<file path="src/logic/alu_cfg.svh">
`ifndef ALU_CFG_SVH
`define ALU_CFG_SVH

// Datapath and register file sizes.
`define DATA_W      16
`define REG_COUNT   16
`define REG_IDX_W   4

// APB address map.
`define APB_ADDR_W  8
`define ADDR_INSTR  8'h00
`define ADDR_FLAGS  8'h04
`define REG_BASE    8'h40

// Status register bit positions.
`define FLAG_C      0
`define FLAG_L      1
`define FLAG_F      2
`define FLAG_Z      3
`define FLAG_N      4

// Instruction word fields.
`define OP_MSB      4
`define OP_LSB      0
`define RDEST_MSB   11
`define RDEST_LSB   8
`define RSRC_MSB    15
`define RSRC_LSB    12

`endif
</file>
<file path="src/logic/aluPkg.sv">
`default_nettype none

`include "alu_cfg.svh"

package aluPkg;

	// Register or operand value.
	typedef logic [`DATA_W-1:0] word_t;

	// Register number.
	typedef logic [`REG_IDX_W-1:0] regIdx_t;

	// Flag set or flag mask, indexed by the FLAG_* positions.
	typedef logic [`FLAG_N:0] flags_t;

	// APB byte address.
	typedef logic [`APB_ADDR_W-1:0] apbAddr_t;

	// ALU operation codes, as found in the low bits of an instruction.
	typedef enum logic [4:0] {
		OP_ADD  = 5'd0,
		OP_SUB,
		OP_CMP,
		OP_AND,
		OP_OR,
		OP_XOR,
		OP_NOT,
		OP_LSH,
		OP_RSH,
		OP_ARSH = 5'd9
	} opCode_e;

endpackage

`default_nettype wire

</file>
<file path="src/logic/aluIf.sv">
`default_nettype none

interface aluIf;
	import aluPkg::*;

	// Operands and operation from the control block.
	word_t   src;
	word_t   dst;
	opCode_e opCode;

	// Combinational answer from the ALU.
	word_t   result;
	flags_t  flags;
	flags_t  flagMask;
	logic    opValid;

	modport ctrl (
		output src, dst, opCode,
		input  result, flags, flagMask, opValid
	);

	modport alu (
		input  src, dst, opCode,
		output result, flags, flagMask, opValid
	);

endinterface

`default_nettype wire

</file>
<file path="src/logic/aluCore.sv">
`default_nettype none

module aluCore (
	input  logic             clk,
	input  logic             rstN,
	input  logic             psel,
	input  logic             penable,
	input  logic             pwrite,
	input  aluPkg::apbAddr_t paddr,
	input  aluPkg::word_t    pwdata,
	output aluPkg::word_t    prdata,
	output logic             pready,
	output logic             pslverr
);
	import aluPkg::*;

	regIdx_t rdIdxA;
	regIdx_t rdIdxB;
	word_t   rdDataA;
	word_t   rdDataB;
	logic    wrEn;
	regIdx_t wrIdx;
	word_t   wrData;

	aluIf aluBus ();

	execControl ctrl0 (
		.clk     (clk),
		.rstN    (rstN),
		.psel    (psel),
		.penable (penable),
		.pwrite  (pwrite),
		.paddr   (paddr),
		.pwdata  (pwdata),
		.prdata  (prdata),
		.pready  (pready),
		.pslverr (pslverr),
		.bus     (aluBus.ctrl),
		.rdIdxA  (rdIdxA),
		.rdIdxB  (rdIdxB),
		.rdDataA (rdDataA),
		.rdDataB (rdDataB),
		.wrEn    (wrEn),
		.wrIdx   (wrIdx),
		.wrData  (wrData)
	);

	regFile regs0 (
		.clk     (clk),
		.rstN    (rstN),
		.rdIdxA  (rdIdxA),
		.rdIdxB  (rdIdxB),
		.rdDataA (rdDataA),
		.rdDataB (rdDataB),
		.wrEn    (wrEn),
		.wrIdx   (wrIdx),
		.wrData  (wrData)
	);

	alu alu0 (
		.bus (aluBus.alu)
	);

endmodule

`default_nettype wire

</file>
<file path="src/logic/execControl.sv">
`default_nettype none

`include "alu_cfg.svh"

module execControl (
	input  logic             clk,
	input  logic             rstN,
	input  logic             psel,
	input  logic             penable,
	input  logic             pwrite,
	input  aluPkg::apbAddr_t paddr,
	input  aluPkg::word_t    pwdata,
	output aluPkg::word_t    prdata,
	output logic             pready,
	output logic             pslverr,
	aluIf.ctrl               bus,
	output aluPkg::regIdx_t  rdIdxA,
	output aluPkg::regIdx_t  rdIdxB,
	input  aluPkg::word_t    rdDataA,
	input  aluPkg::word_t    rdDataB,
	output logic             wrEn,
	output aluPkg::regIdx_t  wrIdx,
	output aluPkg::word_t    wrData
);
	import aluPkg::*;

	logic    accessPhase;
	logic    isInstr;
	logic    isFlags;
	logic    isWindow;
	logic    instrWrite;
	logic    winWrite;
	regIdx_t winIdx;
	flags_t  statusReg;
	word_t   lastInstr;

	// --------------------------------------------------
	// APB address decode.
	// --------------------------------------------------
	assign accessPhase = psel && penable;
	assign isInstr = (paddr == `ADDR_INSTR);
	assign isFlags = (paddr == `ADDR_FLAGS);
	assign isWindow = (paddr >= `REG_BASE) && (paddr < (`REG_BASE + 4 * `REG_COUNT)) &&
		(paddr[1:0] == 2'b00);
	assign winIdx = paddr[`REG_IDX_W+1:2];

	// Zero wait states.
	assign pready = 1'b1;

	assign pslverr = accessPhase && (!(isInstr || isFlags || isWindow) ||
		(pwrite && isInstr && !bus.opValid));

	assign instrWrite = accessPhase && pwrite && isInstr && bus.opValid;
	assign winWrite = accessPhase && pwrite && isWindow;

	// Operand fetch. Port A doubles as the window read and write index.
	assign rdIdxA = isInstr ? pwdata[`RDEST_MSB:`RDEST_LSB] : winIdx;
	assign rdIdxB = pwdata[`RSRC_MSB:`RSRC_LSB];

	assign bus.dst = rdDataA;
	assign bus.src = rdDataB;
	assign bus.opCode = opCode_e'(pwdata[`OP_MSB:`OP_LSB]);

	// Write-back, CMP only sets flags.
	assign wrEn = (instrWrite && (bus.opCode != OP_CMP)) || winWrite;
	assign wrIdx = rdIdxA;
	assign wrData = isInstr ? bus.result : pwdata;

	// --------------------------------------------------
	// Status and last instruction.
	// --------------------------------------------------
	always_ff @(posedge clk or negedge rstN) begin
		if (!rstN) begin
			statusReg <= '0;
			lastInstr <= '0;
		end else if (instrWrite) begin
			statusReg <= (statusReg & ~bus.flagMask) | (bus.flags & bus.flagMask);
			lastInstr <= pwdata;
		end
	end

	// Read data only during a read access phase.
	always_comb begin
		prdata = '0;
		if (accessPhase && !pwrite) begin
			if (isInstr) begin
				prdata = lastInstr;
			end else if (isFlags) begin
				prdata = word_t'(statusReg);
			end else if (isWindow) begin
				prdata = rdDataA;
			end
		end
	end

endmodule

`default_nettype wire

</file>
<file path="src/logic/regFile.sv">
`default_nettype none

`include "alu_cfg.svh"

module regFile (
	input  logic            clk,
	input  logic            rstN,
	input  aluPkg::regIdx_t rdIdxA,
	input  aluPkg::regIdx_t rdIdxB,
	output aluPkg::word_t   rdDataA,
	output aluPkg::word_t   rdDataB,
	input  logic            wrEn,
	input  aluPkg::regIdx_t wrIdx,
	input  aluPkg::word_t   wrData
);
	import aluPkg::*;

	word_t regs [`REG_COUNT];

	// --------------------------------------------------
	// Write port.
	// --------------------------------------------------
	always_ff @(posedge clk or negedge rstN) begin
		if (!rstN) begin
			for (int i = 0; i < `REG_COUNT; i++) begin
				regs[i] <= '0;
			end
		end else if (wrEn) begin
			regs[wrIdx] <= wrData;
		end
	end

	// Both reads are combinational, so a write shows up next cycle.
	assign rdDataA = regs[rdIdxA];
	assign rdDataB = regs[rdIdxB];

endmodule

`default_nettype wire

</file>
<file path="src/logic/alu.sv">
`default_nettype none

`include "alu_cfg.svh"

module alu (
	aluIf.alu bus
);
	import aluPkg::*;

	// CMP only touches the compare flags.
	localparam flags_t cmpFlagMask = flags_t'((1 << `FLAG_L) | (1 << `FLAG_Z) |
		(1 << `FLAG_N));

	word_t  addSrc;
	logic   addCin;
	word_t  addSum;
	flags_t addFlags;

	addSub adder0 (
		.rdest (bus.dst),
		.rsrc  (addSrc),
		.cin   (addCin),
		.sum   (addSum),
		.flags (addFlags)
	);

	// The flag values always come from the adder; the mask decides use.
	assign bus.flags = addFlags;

	assign bus.opValid = (bus.opCode <= OP_ARSH);

	// --------------------------------------------------
	// Operation decode and result select.
	// --------------------------------------------------
	always_comb begin
		addSrc = bus.src;
		addCin = 1'b0;
		bus.result = '0;
		bus.flagMask = '0;
		case (bus.opCode)
			OP_ADD: begin
				bus.result = addSum;
				bus.flagMask = '1;
			end
			OP_SUB: begin
				addSrc = ~bus.src;
				addCin = 1'b1;
				bus.result = addSum;
				bus.flagMask = '1;
			end
			OP_CMP: begin
				// Same datapath as SUB, the result is discarded.
				addSrc = ~bus.src;
				addCin = 1'b1;
				bus.result = addSum;
				bus.flagMask = cmpFlagMask;
			end
			OP_AND:  bus.result = bus.dst & bus.src;
			OP_OR:   bus.result = bus.dst | bus.src;
			OP_XOR:  bus.result = bus.dst ^ bus.src;
			OP_NOT:  bus.result = ~bus.src;
			OP_LSH:  bus.result = {bus.src[`DATA_W-2:0], 1'b0};
			OP_RSH:  bus.result = {1'b0, bus.src[`DATA_W-1:1]};
			// Sign bit is copied into the vacated top bit.
			OP_ARSH: bus.result = {bus.src[`DATA_W-1], bus.src[`DATA_W-1:1]};
			default: begin
				bus.result = '0;
				bus.flagMask = '0;
			end
		endcase
	end

endmodule

`default_nettype wire

</file>
<file path="src/logic/addSub.sv">
`default_nettype none

`include "alu_cfg.svh"

module addSub (
	input  aluPkg::word_t  rdest,
	input  aluPkg::word_t  rsrc,
	input  logic           cin,
	output aluPkg::word_t  sum,
	output aluPkg::flags_t flags
);
	import aluPkg::*;

	word_t srcTrue;
	logic  carryOut;
	logic  overflow;

	// A set carry-in marks a subtraction, where rsrc arrives inverted.
	assign srcTrue = cin ? ~rsrc : rsrc;

	assign {carryOut, sum} = rdest + rsrc + cin;

	// Same-sign inputs giving a result of the other sign.
	assign overflow = (rdest[`DATA_W-1] == rsrc[`DATA_W-1]) &&
		(sum[`DATA_W-1] != rdest[`DATA_W-1]);

	always_comb begin
		flags = '0;
		flags[`FLAG_C] = carryOut;
		flags[`FLAG_F] = overflow;
		// Compare flags look at the operands, not the sum.
		flags[`FLAG_L] = rdest < srcTrue;
		flags[`FLAG_Z] = rdest == srcTrue;
		flags[`FLAG_N] = $signed(rdest) < $signed(srcTrue);
	end

endmodule

`default_nettype wire

</file>
<file path="config.mk">
export PLATFORM = sky130hd
export DESIGN_NAME = aluCore
export DESIGN_NICKNAME = d
export VERILOG_FILES = /design/src/logic/aluPkg.sv /design/src/logic/aluIf.sv /design/src/logic/aluCore.sv /design/src/logic/execControl.sv /design/src/logic/regFile.sv /design/src/logic/alu.sv /design/src/logic/addSub.sv
export VERILOG_INCLUDE_DIRS = /design/src /design/src/logic
export SDC_FILE = /design/constraint.sdc
export NUM_CORES = 1
export LEC_CHECK = 0
export ABC_AREA = 1
export ABC_CLOCK_PERIOD_IN_PS = 3400
export CAP_MARGIN = 20
export CORE_MARGIN = 1
export CORE_UTILIZATION = 47
export CTS_CLUSTER_DIAMETER = 40
export DETAILED_ROUTE_END_ITERATION = 10
export DONT_BUFFER_PORTS = 1
export MAX_ROUTING_LAYER = met4
export PLACE_DENSITY = 0.68
export SYNTH_ARGS = -nofsm -noshare
export SYNTH_HDL_FRONTEND = slang
export SYNTH_HIERARCHICAL = 1
export SYNTH_SLANG_ARGS = --single-unit
</file>
<file path="constraint.sdc">
create_clock -name clk -period 3.4 [get_ports clk]
set_input_delay 0.68 -clock clk [delete_from_list [all_inputs] [get_ports clk]]
set_output_delay 0.68 -clock clk [all_outputs]
set_load 0.01 [all_outputs]
</file>
==> results of run 1 <==
-- power groups by stage --
stage | clock network, uW | registers (uW) | logic (uW)
global route | 5710 | 3390 | 2870
global placement | 0 | 3440 | 2130
floorplan | 0 | 3430 | 1350
CTS | 5580 | 3380 | 2370
finish | 5500 | 3380 | 2660
detailed placement | 0 | 3440 | 2150
-- area by class of cell --
class                      count  area (um^2)  share of cell area [%]
multi-input combinational   2187        11700                   43.41
timing repair buffer         425         4084                   15.15
clock buffer                  57         1350                   5.010
timing repair inverter         3        26.28                 0.09750
tap                          577        721.9                   2.679
inverter                     418         1620                   6.013
clock inverter                37        515.5                   1.913
sequential                   277         6932                   25.72
-- synth_stat cells, drive strengths merged --
library cell     n
nand2         1044
nand3          516
inv            417
o21ai          296
dfrtp          277
buf            199
nor2            95
nand4           72
ha              63
clkbuf          58
a21oi           35
xor2            28
xnor2           15
nor3             5
o21bai           4
and2             2
fa               2
nor4             2
o21a             2
a21o             1
a31oi            1
clkinv           1
conb             1
nand3b           1
o31ai            1
or2              1
-- final timing paths --
path | endpoint | start | slack [ns]
hold / removal | regs0/regs[95] | rstN | -0.19
min in group clk | ctrl0/lastInstr[2] | pwdata[2] | 0.25
setup reg to reg | regs0/regs[220] | regs0/regs[0] | -0.31
setup / recovery | regs0/regs[220] | pwdata[12] | -0.46
max in group asynchronous | async pin | rstN | 3.01
hold reg to reg | regs0/regs[95] | regs0/regs[95] | 0.48
-- sequential cells by signal, summed over array words and instances (netlist names), named ones only --
register         count
regs0/regs         256
ctrl0/lastInstr     16
-- metrics by stage --
stage	area (um^2)	total power [uW]
after floorplan	20610	4783
after global placement	23120	5562
after detailed placement	23120	5592
after CTS	25850	11330
after global routing	26950	11970
final	26950	11550
-- cells by family (layout without fill, tap and decap cells) --
| logic type | after synthesis | count (layout) | share of synthesized area (%) |
|---|---|---|---|
| and+or+nand+nor | 1738 | 1738 | 36.98 |
| adders and majority gates | 65 | 65 | 4.058 |
| other | 1 | 1 | 0.01837 |
| xor gates and xnor gates | 43 | 43 | 1.882 |
| DFF | 277 | 277 | 33.96 |
| AOI/OAI and AO/OA | 340 | 340 | 8.588 |
| buffers and inverters | 675 | 940 | 14.51 |
-- routing by layer --
metal	part of all wire, %	global-route usage [%]	vias up
met1	40	45.09	10500
met4	5.1	17.14	0
li1	-	-	10390
met2	46	56.42	1185
met3	8.7	5.587	278
met5	0	-	-
-- repair_timing --
action / 4_1_cts / 5_1_grt
gates cloned: 6 / 6
setup endpoints to repair: 267 / 275
pin swaps: 37 / 78
buffers inserted: 17 / 21
endpoints found under the hold margin: 277 / 277
gates resized for setup: 159 / 239
==> metrics, run 1 <==
top cell type's share of synthesized area=33.96%; post-synth cell types=46; Crit Path Class=in -> reg; setup slack after layout=-0.4613 ns; vias in the first global route=approximately 22000; Placement Setup Slack=-1.390 ns; Synth area leaders=dfrtp_1 (34%), nand2_1 (19%), nand3_1 (13%); Worst path max stage delay=~0.44 ns; DIE AREA=between 40000 and 50000 um^2; Syn Inst Count=3139; P_sw=3456 uW; startpoint types=input port; antenna violations before repair=0; first-pass GRT wire length=between 100000 and 150000 um; die width=210.4 um; port bufs=0; CP arrival=4.39 ns; Antenna Nets Post-Route=0; Pre-Repair DR Iteration Count=6; num rows=between 70 and 80; Worst-path clk slew=0.05 ns; grt ovf=0; post-synthesis sequential area ratio=around 34%; setup violators final=262; slowest stage cell, crit path=fa_2; Worst-Skew Late Latency=0.60 ns; vias per cell=5.615; Clock Skew=0.02363 ns; detailed-route DRC error count=0; Sw Share=29.93%; Worst R2R Path Depth=25; final hold violations=277; htree depth=2; Slew HR=47.11%; core box area=42420 um^2; Buf+Inv Stages, Crit Path=3; Slew @ Worst Pin=0.7934 ns; share of layout cells above drive strength 1=23.38%; sequential share of power=29.3%; most frequent CP cell=nand2_1; via count=22350; TritonCTS Sinks=277; Fillers=3776; syn_area_per_cell=approximately 6.5 um^2; Post-Syn Nets=3233; total stage count of the critical path=26; critical path required time=slightly below 4 ns; cell family with most CP delay=simple AND/OR/NAND/NOR gates; post-layout util=a little under two thirds; routed len/inst=19.67 um; CP Capture Type=flop; synthesized cell area=20410 um^2; most common cell after layout, fill and taps aside=nand2_1; clock buffer depth=3; status=finished, violations left; Post-DP HPWL=roughly 51000 um; placer congestion estimate=0.9758; antenna cells=0; fin. max-slew vios=0; CTS tree=yes; failing checks=negative hold slack, negative setup slack; initial core utilization=48.12%; pwr/cell area=approximately 430 nW/um^2; gr usage total=a little over a third; Post-Route Setup TNS=-63.25 ns; drt initial violations=2743; routed wire length=between 70000 and 80000 um; io pins=47; HP Class=in -> async; largest net degree at the start of global routing=278; Pint=about 8100 uW; Cell Count, Final, Fillers Out=3981; flops & latches, synth=277; minimum clock period=3.861 ns; total CTS buffers=50; VDD IR max=473.4 uV; max-cap violations=0; fmax=around 0.26 GHz; Area Growth Syn to Fin=32.03%; DP Cell Count=3838; Yosys warning count=6; clock power share=47.7%; Static Leak=0.01358 uW; leading area contributor after synthesis=dfrtp_1; RSZ-0062 raised after global routing=yes; Final Cycle Share=113.6%; Hold Slack=-0.1872 ns; Logic pwr share=~23%; CP Max Fanout=130; root buffer cell=clkbuf_16; DIE HEIGHT=210.4 um; fin nets=3456; most frequent cells in the layout=nand2_1 (977), nand3_1 (451), inv_1 (397), buf_4 (334), dfrtp_1 (277)
No activity file was read; power rests on OpenSTA's default activity.
==> run 2: changes to the inputs <==
--- a/config.mk
+++ b/config.mk
@@ -11,6 +11,7 @@
 export CAP_MARGIN = 20
 export CORE_MARGIN = 1
 export CORE_UTILIZATION = 47
+export CTS_BUF_LIST = sky130_fd_sc_hd__clkbuf_16
 export CTS_CLUSTER_DIAMETER = 40
 export DETAILED_ROUTE_END_ITERATION = 10
 export DONT_BUFFER_PORTS = 1
==> constraint.sdc (replaced) <==
create_clock -name clk -period 3.4 [get_ports clk]
set_input_delay 0.34 -clock clk [delete_from_list [all_inputs] [get_ports clk]]
set_output_delay 0.34 -clock clk [all_outputs]
set_load 0.01 [all_outputs]
==> metrics, run 2 (synthesized netlist as in run 1, its figures left out) <==
gr usage total=36.16% (+0.35 points); pwr/cell area=419.5 nW/um^2 (-2.1%); drt initial violations=2822 (+2.9%); root buffer cell=clkbuf_16; total chip power=10880 uW (-5.8%); max-cap violations=0 (unchanged); io pins=47 (unchanged); Non-Filler Cell Area, Final=25950 um^2 (-3.7%); core box area=42420 um^2 (unchanged); detailed-route DRC error count=0 (unchanged); Largest register FFs=256 (unchanged); largest reg by FF count=regs0/regs; share of layout cells above drive strength 1=20.89% (-2.5 points); Slew HR=37.91% (-9.2 points); first-pass GRT wire length=120000 um (+0.68%); Worst path max stage delay=0.43 ns (about the same); Worst-Skew Late Latency=0.59 ns (about the same); Post-DP HPWL=51050 um (+0.99%); Hold Slack=-0.5233 ns (-0.3361 ns); via count=22110 (-1.1%); grt ovf=0 (unchanged); Largest regs=regs0/regs x256, ctrl0/lastInstr x16; Cell Count, Final, Fillers Out=3957 (-0.60%); hold_buf cts=8; critical path required time=3.86 ns (-0.07 ns); Crit Path Class=in -> reg; routed wire length=77280 um (-1.3%); most frequent cells in the layout=nand2_1 (983), nand3_1 (482), inv_1 (392), buf_4 (339), dfrtp_1 (277); fmax=0.2719 GHz (+5.0%); initial core utilization=48.12% (unchanged); vias per cell=5.588 (-0.49%); startpoint types=input port; RSZ-0062 raised after global routing=yes; die width=210.4 um (unchanged); DIE AREA=44260 um^2 (unchanged); Worst-path clk slew=0.05 ns (about the same); Area Growth Syn to Fin=27.12%; Fillers=3958 (+4.8%); failing checks=negative hold slack, negative setup slack; VDD IR max=389.5 uV (-18%); HP Class=in -> async; htree depth=2 (unchanged); total CTS buffers=51 (+2.0%); antenna cells=0 (unchanged); Slew @ Worst Pin=0.9303 ns (+0.1369 ns); Antenna Nets Post-Route=0 (unchanged); largest net degree at the start of global routing=278 (unchanged); setup violators final=138 (-47%); Clock Skew=0.01337 ns (-0.01026 ns); CTS tree=yes; slowest stage cell, crit path=fa_2; antenna violations before repair=0 (unchanged); DP Cell Count=3821 (-0.44%); routed len/inst=19.53 um (-0.69%); final hold violations=277 (unchanged); status=finished, violations left; post-layout util=61.17% (-2.4 points); clock buffer depth=3 (unchanged); DIE HEIGHT=210.4 um (unchanged); most common cell after layout, fill and taps aside=nand2_1; minimum clock period=3.678 ns (-0.1833 ns); Pre-Repair DR Iteration Count=6 (unchanged); fin nets=3435 (-0.61%); CP Max Fanout=6 (-95%); Static Leak=0.01311 uW (-3.4%); Final Cycle Share=108.2% (-5.4 points); CP Capture Type=flop; num rows=75 (unchanged); port bufs=0 (unchanged); TritonCTS Sinks=277 (unchanged); placer congestion estimate=0.9958 (+2.0%); most frequent CP cell=nand2_1; area post-placement=22890 um^2 (-1.0%); CP arrival=4.13 ns (-0.26 ns); vias in the first global route=21060 (-2.6%); fin. max-slew vios=0 (unchanged); setup slack after layout=-0.2780 ns (+0.1833 ns)
-- run 2: final cells by class --
cell class                 instances  area [um^2]  area share, %
multi-input combinational       2187        11370          43.82
sequential                       277         6932          26.72
timing repair buffer             402         3597          13.86
inverter                         418         1612          6.211
clock buffer                      53         1326          5.112
tap                              577        721.9          2.782
clock inverter                    39        359.1          1.384
timing repair inverter             4        28.78         0.1109
-- run 2: worst paths after layout --
check                               startpoint                 end  slack [ns]  cells past startpoint
worst min-delay path                      rstN      regs0/regs[29]       -0.52                      0
worst max-delay path                  paddr[4]     regs0/regs[238]       -0.28                     32
worst min register to register  regs0/regs[79]      regs0/regs[79]        0.48                      2
max in group asynchronous                 rstN  ctrl0/lastInstr[6]        3.49                      0
worst max register to register  regs0/regs[80]     regs0/regs[238]       -0.27                     26
min in group clk                     pwdata[6]  ctrl0/lastInstr[6]        0.02                      2
-- run 2: routing by layer --
| metal | vias up | global-route usage, % | wire (um) |
|---|---|---|---|
| li1 | 10300 | - | - |
| met1 | 10440 | 47.87 | 32140 |
| met2 | 1134 | 54.00 | 34390 |
| met3 | 240 | 6.377 | 7278 |
| met4 | 0 | 16.44 | 3470 |
| met5 | - | - | 0 |
-- run 2: metrics by stage --
stage                     setup TNS (ns)  worst slack (ns)
final                             -13.52           -0.2780
after global routing              -46.45           -0.3953
after CTS                         -5.279           -0.1608
after detailed placement         -169.10           -0.9395
after global placement           -161.08           -0.9212
after floorplan                   -57.01           -0.5320
-- run 2: worst max-delay path, delay by kind of cell --
| family | cells | cell delay (ns) |
|---|---|---|
| buffers and inverters | 5 | 0.67 |
| adder cells (fa/ha/maj) | 2 | 0.84 |
| AND/OR/NAND/NOR | 22 | 1.89 |
| AO/OA/AOI/OAI | 3 | 0.39 |
-- run 2: repair_timing --
item | in CTS | in global routing
endpoints found under the setup margin | 187 | 221
gates resized for setup | 132 | 130
endpoints found under the hold margin | 285 | 277
buffers inserted | 16 | 15
gates cloned | 7 | 1
pin swaps | 38 | 51
-- run 2: power breakdown --
part | internal (uW) | switching [uW]
combinational | 1050 | 1430
clock | 3150 | 1870
sequential | 3360 | 26.5
